## config.mk

```make
export PLATFORM = sky130hd
export DESIGN_NAME = audio_stream_top
export DESIGN_NICKNAME = d
export VERILOG_FILES = /design/src/common/uart_pkg.sv /design/src/common/audio_pkg.sv /design/src/uart_rx/uart_rx.sv /design/src/sample_fifo/sample_fifo.sv /design/src/verilog/flow_ctrl.sv /design/src/verilog/sample_player.sv /design/src/verilog/audio_stream_top.sv
export SDC_FILE = /design/constraint.sdc
export NUM_CORES = 1
export LEC_CHECK = 0
export ABC_AREA = 1
export BUFFER_PORTS_ARGS = -buffer_cell sky130_fd_sc_hd__buf_2
export CORE_MARGIN = 2
export CORE_UTILIZATION = 56
export CTS_CLUSTER_SIZE = 12
export DETAILED_ROUTE_END_ITERATION = 16
export PLACE_DENSITY = 0.79
export SLEW_MARGIN = 20
export SYNTH_ARGS = -nofsm -noshare
export SYNTH_HDL_FRONTEND = slang
export SYNTH_SLANG_ARGS = --single-unit
```

## constraint.sdc

```tcl
create_clock -name CLK_IN -period 2.65 [get_ports CLK_IN]
set_clock_uncertainty 0.2 [all_clocks]
set_input_delay 0.265 -clock CLK_IN [delete_from_list [all_inputs] [get_ports CLK_IN]]
set_output_delay 0.265 -clock CLK_IN [all_outputs]
set_load 0.01 [all_outputs]
```

## src/common/uart_pkg.sv

```systemverilog
`default_nettype none

package uart_pkg;

	// serial line timing in clocks
	localparam int CLKS_PER_BIT = 16;
	localparam int HALF_BIT = CLKS_PER_BIT / 2;
	localparam int DATA_BITS = 8;

	// counter widths for the receiver
	localparam int CNT_BITS = $clog2(CLKS_PER_BIT);
	localparam int IDX_BITS = $clog2(DATA_BITS);

	typedef logic [DATA_BITS-1:0] uart_byte_t;

	typedef enum logic [1:0] {
		IDLE,
		START,
		DATA,
		STOP
	} rx_state_e;

endpackage

`default_nettype wire

```

## src/common/audio_pkg.sv

```systemverilog
`default_nettype none

package audio_pkg;

	// unsigned pcm samples
	localparam int SAMPLE_BITS = 8;
	typedef logic [SAMPLE_BITS-1:0] sample_t;

	// sample buffer sizing
	localparam int FIFO_DEPTH = 16;
	localparam int PTR_BITS = $clog2(FIFO_DEPTH);

	// fill count must reach FIFO_DEPTH itself, hence one extra bit
	localparam int FILL_BITS = 5;
	typedef logic [FILL_BITS-1:0] fill_t;

	// clear-to-send watermarks
	localparam int HIGH_MARK = 12;
	localparam int LOW_MARK = 4;

	// one output sample every 2**SAMPLE_BITS clocks
	// so the ones count per period equals the sample value
	localparam int SAMPLE_PERIOD = 256;

endpackage

`default_nettype wire

```

## src/uart_rx/uart_rx.sv

```systemverilog
`timescale 1ns/1ps
`default_nettype none

module uart_rx (
	input  logic                 CLK_IN,
	input  logic                 rst_n_i,
	input  logic                 rx_i,
	output logic                 byte_valid_o,
	input  logic                 byte_ready_i,
	output uart_pkg::uart_byte_t byte_o,
	output logic                 frame_err_o,
	output logic                 overrun_o
);
	import uart_pkg::*;

	logic rx_meta;
	logic rx_sync;
	logic rx_prev;
	rx_state_e state;
	logic [CNT_BITS-1:0] clk_cnt;
	logic [IDX_BITS-1:0] bit_idx;
	uart_byte_t shift;
	logic bit_done;

	assign bit_done = (clk_cnt == CNT_BITS'(CLKS_PER_BIT - 1));

	// line idles high
	always_ff @(posedge CLK_IN or negedge rst_n_i) begin
		if (!rst_n_i) begin
			rx_meta <= 1'b1;
			rx_sync <= 1'b1;
			rx_prev <= 1'b1;
		end else begin
			rx_meta <= rx_i;
			rx_sync <= rx_meta;
			rx_prev <= rx_sync;
		end
	end

	always_ff @(posedge CLK_IN or negedge rst_n_i) begin
		if (!rst_n_i) begin
			state <= IDLE;
			clk_cnt <= '0;
			bit_idx <= '0;
			byte_valid_o <= 1'b0;
			frame_err_o <= 1'b0;
		end else begin
			byte_valid_o <= 1'b0;
			frame_err_o <= 1'b0;
			case (state)
				IDLE: begin
					clk_cnt <= '0;
					if (rx_prev && !rx_sync)
						state <= START;
				end
				START: begin
					// line must still be low half a bit later
					if (clk_cnt == CNT_BITS'(HALF_BIT - 1)) begin
						clk_cnt <= '0;
						bit_idx <= '0;
						state <= rx_sync ? IDLE : DATA;
					end else begin
						clk_cnt <= clk_cnt + 1'b1;
					end
				end
				DATA: begin
					if (bit_done) begin
						clk_cnt <= '0;
						bit_idx <= bit_idx + 1'b1;
						if (bit_idx == IDX_BITS'(DATA_BITS - 1))
							state <= STOP;
					end else begin
						clk_cnt <= clk_cnt + 1'b1;
					end
				end
				STOP: begin
					if (bit_done) begin
						clk_cnt <= '0;
						state <= IDLE;
						if (rx_sync)
							byte_valid_o <= 1'b1;
						else
							frame_err_o <= 1'b1;
					end else begin
						clk_cnt <= clk_cnt + 1'b1;
					end
				end
				default: state <= IDLE;
			endcase
		end
	end

	// lsb first, shifted in from the top
	always_ff @(posedge CLK_IN) begin
		if (state == DATA && bit_done)
			shift <= {rx_sync, shift[DATA_BITS-1:1]};
	end

	assign byte_o = shift;

	// no way to stall the line, a refused byte is simply lost
	assign overrun_o = byte_valid_o & ~byte_ready_i;

endmodule

`default_nettype wire

```

## src/sample_fifo/sample_fifo.sv

```systemverilog
`timescale 1ns/1ps
`default_nettype none

module sample_fifo (
	input  logic                CLK_IN,
	input  logic                rst_n_i,
	input  logic                in_valid_i,
	output logic                in_ready_o,
	input  audio_pkg::sample_t  in_data_i,
	output logic                out_valid_o,
	input  logic                out_ready_i,
	output audio_pkg::sample_t  out_data_o,
	output audio_pkg::fill_t    fill_o
);
	import audio_pkg::*;

	sample_t mem [FIFO_DEPTH];
	logic [PTR_BITS-1:0] wr_ptr;
	logic [PTR_BITS-1:0] rd_ptr;
	fill_t count;
	logic wr_en;
	logic rd_en;

	assign in_ready_o = (count != FILL_BITS'(FIFO_DEPTH));
	assign out_valid_o = (count != '0);
	assign wr_en = in_valid_i & in_ready_o;
	assign rd_en = out_valid_o & out_ready_i;

	// head entry shown ahead of the read
	assign out_data_o = mem[rd_ptr];
	assign fill_o = count;

	always_ff @(posedge CLK_IN) begin
		if (wr_en)
			mem[wr_ptr] <= in_data_i;
	end

	// pointers wrap naturally at FIFO_DEPTH
	always_ff @(posedge CLK_IN or negedge rst_n_i) begin
		if (!rst_n_i) begin
			wr_ptr <= '0;
			rd_ptr <= '0;
			count <= '0;
		end else begin
			if (wr_en)
				wr_ptr <= wr_ptr + 1'b1;
			if (rd_en)
				rd_ptr <= rd_ptr + 1'b1;
			// simultaneous read and write leaves the count alone
			case ({wr_en, rd_en})
				2'b10: count <= count + 1'b1;
				2'b01: count <= count - 1'b1;
				default: count <= count;
			endcase
		end
	end

endmodule

`default_nettype wire

```

## src/verilog/flow_ctrl.sv

```systemverilog
`timescale 1ns/1ps
`default_nettype none

module flow_ctrl (
	input  logic             CLK_IN,
	input  logic             rst_n_i,
	input  audio_pkg::fill_t fill_i,
	output logic             cts_o
);
	import audio_pkg::*;

	logic at_high;
	logic at_low;

	assign at_high = (fill_i >= FILL_BITS'(HIGH_MARK));
	assign at_low = (fill_i <= FILL_BITS'(LOW_MARK));

	// hysteresis, hold between the marks
	always_ff @(posedge CLK_IN or negedge rst_n_i) begin
		if (!rst_n_i) begin
			cts_o <= 1'b1;
		end else begin
			if (at_high)
				cts_o <= 1'b0;
			else if (at_low)
				cts_o <= 1'b1;
		end
	end

endmodule

`default_nettype wire

```

## src/verilog/sample_player.sv

```systemverilog
`timescale 1ns/1ps
`default_nettype none

module sample_player (
	input  logic               CLK_IN,
	input  logic               rst_n_i,
	input  logic               sample_valid_i,
	output logic               sample_ready_o,
	input  audio_pkg::sample_t sample_i,
	output logic               dac_o,
	output logic               strobe_o,
	output logic               underrun_o
);
	import audio_pkg::*;

	logic [SAMPLE_BITS-1:0] period_cnt;
	logic tick;
	sample_t held;
	sample_t acc;
	sample_t acc_base;
	sample_t add_val;
	logic underrun_nxt;
	logic [SAMPLE_BITS:0] sum;

	// last cycle of each period
	assign tick = (period_cnt == SAMPLE_BITS'(SAMPLE_PERIOD - 1));
	assign sample_ready_o = tick;

	// restart the modulator with the incoming sample on a tick
	assign acc_base = tick ? '0 : acc;
	assign add_val = tick ? (sample_valid_i ? sample_i : '0) : held;
	assign underrun_nxt = tick ? ~sample_valid_i : underrun_o;
	assign sum = {1'b0, acc_base} + {1'b0, add_val};

	always_ff @(posedge CLK_IN) begin
		if (tick && sample_valid_i)
			held <= sample_i;
	end

	always_ff @(posedge CLK_IN or negedge rst_n_i) begin
		if (!rst_n_i) begin
			period_cnt <= '0;
			strobe_o <= 1'b0;
			underrun_o <= 1'b1;
			acc <= '0;
			dac_o <= 1'b0;
		end else begin
			period_cnt <= period_cnt + 1'b1;
			strobe_o <= tick;
			underrun_o <= underrun_nxt;
			acc <= sum[SAMPLE_BITS-1:0];
			// carry out is the bitstream, silenced on underrun
			dac_o <= sum[SAMPLE_BITS] & ~underrun_nxt;
		end
	end

endmodule

`default_nettype wire

```

## src/verilog/audio_stream_top.sv

```systemverilog
`timescale 1ns/1ps
`default_nettype none

module audio_stream_top (
	input  logic             CLK_IN,
	input  logic             rst_n_i,
	input  logic             uart_rx_i,
	output logic             uart_cts_o,
	output logic             dac_o,
	output logic             strobe_o,
	output logic             underrun_o,
	output logic             overrun_o,
	output logic             frame_err_o,
	output audio_pkg::fill_t fill_o
);
	import uart_pkg::*;
	import audio_pkg::*;

	// byte link
	logic byte_valid;
	logic byte_ready;
	uart_byte_t byte_data;

	// sample link
	logic smp_valid;
	logic smp_ready;
	sample_t smp_data;

	fill_t fill;

	uart_rx u_uart_rx (
		.CLK_IN       (CLK_IN),
		.rst_n_i      (rst_n_i),
		.rx_i         (uart_rx_i),
		.byte_valid_o (byte_valid),
		.byte_ready_i (byte_ready),
		.byte_o       (byte_data),
		.frame_err_o  (frame_err_o),
		.overrun_o    (overrun_o)
	);

	sample_fifo u_sample_fifo (
		.CLK_IN      (CLK_IN),
		.rst_n_i     (rst_n_i),
		.in_valid_i  (byte_valid),
		.in_ready_o  (byte_ready),
		.in_data_i   (byte_data),
		.out_valid_o (smp_valid),
		.out_ready_i (smp_ready),
		.out_data_o  (smp_data),
		.fill_o      (fill)
	);

	flow_ctrl u_flow_ctrl (
		.CLK_IN  (CLK_IN),
		.rst_n_i (rst_n_i),
		.fill_i  (fill),
		.cts_o   (uart_cts_o)
	);

	sample_player u_sample_player (
		.CLK_IN         (CLK_IN),
		.rst_n_i        (rst_n_i),
		.sample_valid_i (smp_valid),
		.sample_ready_o (smp_ready),
		.sample_i       (smp_data),
		.dac_o          (dac_o),
		.strobe_o       (strobe_o),
		.underrun_o     (underrun_o)
	);

	assign fill_o = fill;

endmodule

`default_nettype wire

```

==> impl_metrics.ini <==
[die]
die_y_um = 127
start_util_pct = 57.9
ios = 14
fp.dieW_um = 127
core_area_sq_um = 14600
num_rows = 44
die_area_sq_um = 16100

[final_layout]
multiInputGateArea_sq_um = 2710
syn2layout_area_growth_pct = 19.7
drive_gt1_share_pct = 19.7
insertedDiodeCount = 0
nets = 942
final_common_cell = nand2_1
final_cell_mix = nand2_1 (254), edfxtp_1 (144), inv_1 (85), nor2_1 (85), buf_4 (63)
seq_area_sq_um = 5510
nFillCells = 1003

[sta]
finalMaxSlewViolations = 0
whs_ps = 108
worst_slack_ps = -73.8
fin_crit_sh_pct = 103
fmax_ghz = 0.367
period_minus_slack_ps = 2720
slew_headroom_pct = 45.6
fin_tns_setup_ps = -121
hold_viol_final = 0
tightest_slew_ps = 815
setup_viol = 3
rsz0062_at_grt = yes

[drt]
dr.pass1.iters = 5
ant_nets = 0
met1_length_um = 8070
post_drt_via_cell_ratio = 5.44
met2WireLength_um = 9390
vias = 6038
dr_wl_met3_um = 1330
routed.top_layer = met4
wl_per_cell_um = 17.4
drc_errors = 0
first_iter_violations = 872
routed_wl_um = 19300

[place]
gp_congestion = 0.857
dp_slack_ps = -49.5
portBuffers = 13
hpwl_um = 11800

[synthesis]
synth_area_leader_cell = edfxtp_1
syn-num-nets = 856
synth.ff_latch_count = 191
synth_warnings = 0
synth_area_sq_um = 8480
syn_inst = 826
synth_area_per_cell_sq_um = 10.3
yosysTopAreaCellShare_pct = 51.0
synth.area.top_cells = edfxtp_1 (51%), dfrtp_1 (12%), nand2_1 (12%)
synth-seq-area-share_pct = 64.9
ys_types = 32

[setup_path]
critPathLaunchType = flop
reg2regPathDepth = 17
critPathKind = flop to flop
crit_path_end_kind = flop
critPathMaxFanout = 5
r2r_slack_ps = -70
r2r-end = u_sample_player.acc[6]
required_ps = 2770
worstPathArrival_ps = 2850
reg2reg_from = u_sample_fifo.rd_ptr[2]

[pwr]
p_per_area_nw_per_um2 = 587
p_leak_nw = 4.41
ir_drop_v = 0.000619

[job]
drv_cap = 0

[clocking]
htreeDepth = 4
clock_latency_ps = 440
cts_tree = yes
cts_sinks = 191
clockRootBuffer = clkbuf_16
cts_buffers = 17
clk_pin_slew_worst_paths_ps = 70
clk_path_buf_depth = 2

[min_path]
hold_class = input pin to asynchronous set/reset pin

[outcome]
violations = negative setup slack
status = finished with violations

[global_route]
grt_first_pass_wirelength_um = 29400
antenna_found_initial = 0
first_global_vias = 5781
grt_remaining_overflow = 0
grt_use_total_pct = 24.1
grt_max_degree = 33
sequential cells by signal, indices dropped and copies added (netlist names), 3 cells and up, named ones only:
| signal | cells |
|---|---|
| u_sample_fifo.rd_ptr | 4 |
| u_uart_rx.bit_idx | 3 |
| u_sample_player.acc | 8 |
| u_sample_fifo.wr_ptr | 4 |
| u_sample_player.held | 8 |
| u_uart_rx.clk_cnt | 4 |
| u_sample_fifo.fill_o | 5 |
| u_sample_player.period_cnt | 8 |
| u_sample_fifo.mem | 128 |
| u_uart_rx.byte_o | 8 |
per-stage QoR:
stage / total power [mW] / std cells / area (sq um) / util (%)
6_report: 5.96 / 1109 / 10200 / 69.4
5_1_grt: 6.14 / 1109 / 10200 / 69.4
4_1_cts: 5.97 / 1087 / 9740 / 66.5
3_5_place_dp: 3.54 / 1048 / 9040 / 61.7
3_3_place_gp: 3.53 / 1048 / 9040 / 61.7
2_1_floorplan: 3.47 / 826 / 8490 / -
worst max-delay path by stage:
| stage | startpoint | to | slack [ps] | depth (start not counted) |
|---|---|---|---|---|
| 3_5_place_dp | u_sample_fifo.rd_ptr[1] | u_sample_player.acc[6] | -50 | 16 |
| 6_report | u_sample_fifo.rd_ptr[2] | u_sample_player.acc[6] | -70 | 17 |
| 2_1_floorplan | u_sample_player.period_cnt[0] | u_sample_fifo.fill_o[4] | 0.8 | 17 |
| 3_3_place_gp | u_sample_fifo.rd_ptr[1] | u_sample_player.acc[6] | 50 | 16 |
| 5_1_grt | u_sample_fifo.rd_ptr[0] | u_sample_player.acc[7] | -140 | 17 |
| 4_1_cts | u_sample_player.period_cnt[0] | u_sample_player.acc[7] | 10 | 15 |
Yosys cell counts:
library cell / instances
o22ai_1: 1
a21oi_1: 9
or2_2: 1
buf_1: 1
nor2_8: 1
nor3_1: 2
buf_6: 3
nand2_1: 274
o21ai_1: 1
nand2_2: 4
nand4_1: 3
xnor2_1: 4
dfrtp_1: 42
buf_2: 14
dfstp_2: 5
xor2_1: 17
nand3_1: 63
nor2_1: 90
inv_2: 4
inv_1: 86
nor3b_1: 2
clkbuf_1: 1
nor3_2: 1
clkinv_1: 1
o21ai_0: 17
buf_4: 4
ha_1: 25
a21boi_0: 2
nor2_2: 1
o31ai_1: 1
edfxtp_1: 144
fa_1: 2
where the power goes:
group          total [mW]  internal, mW  switching [mW]
logic               0.231        0.0784           0.153
registers            3.25          3.22          0.0348
clock network        2.48          1.26            1.22
routing by layer:
| metal | vias up | global-route usage [%] |
|---|---|---|
| met1 | 2889 | 33.0 |
| li1 | 2836 | - |
| met3 | 49 | 5.57 |
| met2 | 264 | 37.8 |
| met4 | 0 | 9.83 |
| met5 | - | 0 |
what timing repair did:
action                     in CTS  in global routing
setup buffers                   4                 22
resized for setup              12                 59
setup endpoints to repair       5                  8
hold endpoints to repair       16                  0
cloned                          1                  3
hold buffers                    2                  0
pin swaps                       1                 23
cells by family after synthesis:
group | synth area share [%]
adders and majority gates | 4.16
xor gates and xnor gates | 2.17
DFF | 64.9
buffers and inverters | 5.69
AOI/OAI and AO/OA | 1.93
and+or+nand+nor | 21.1
worst max-delay path: stages (launching register included):
cell and delay (ps):
dfrtp_1 440, nand2_2 110, inv_4 110, buf_4 110
nand2_1 40, nor2_1 140, nor2_2 80, nand2_1 70
nand2_1 70, nand2_1 70, nand2_1 60, ha_2 200
fa_2 410, nand3_2 90, nand2_4 70, nand3_2 70
nand2_2 70, xor2_2 180
final cells by class:
| type | count | share of cell area (%) |
|---|---|---|
| clock buffer | 18 | 4.22 |
| multi-input combinational | 521 | 26.7 |
| clock inverter | 14 | 1.45 |
| sequential | 191 | 54.2 |
| timing repair buffer | 90 | 7.65 |
| inverter | 91 | 3.51 |
| tap | 184 | 2.27 |
(Power assumes the default switching activity.)
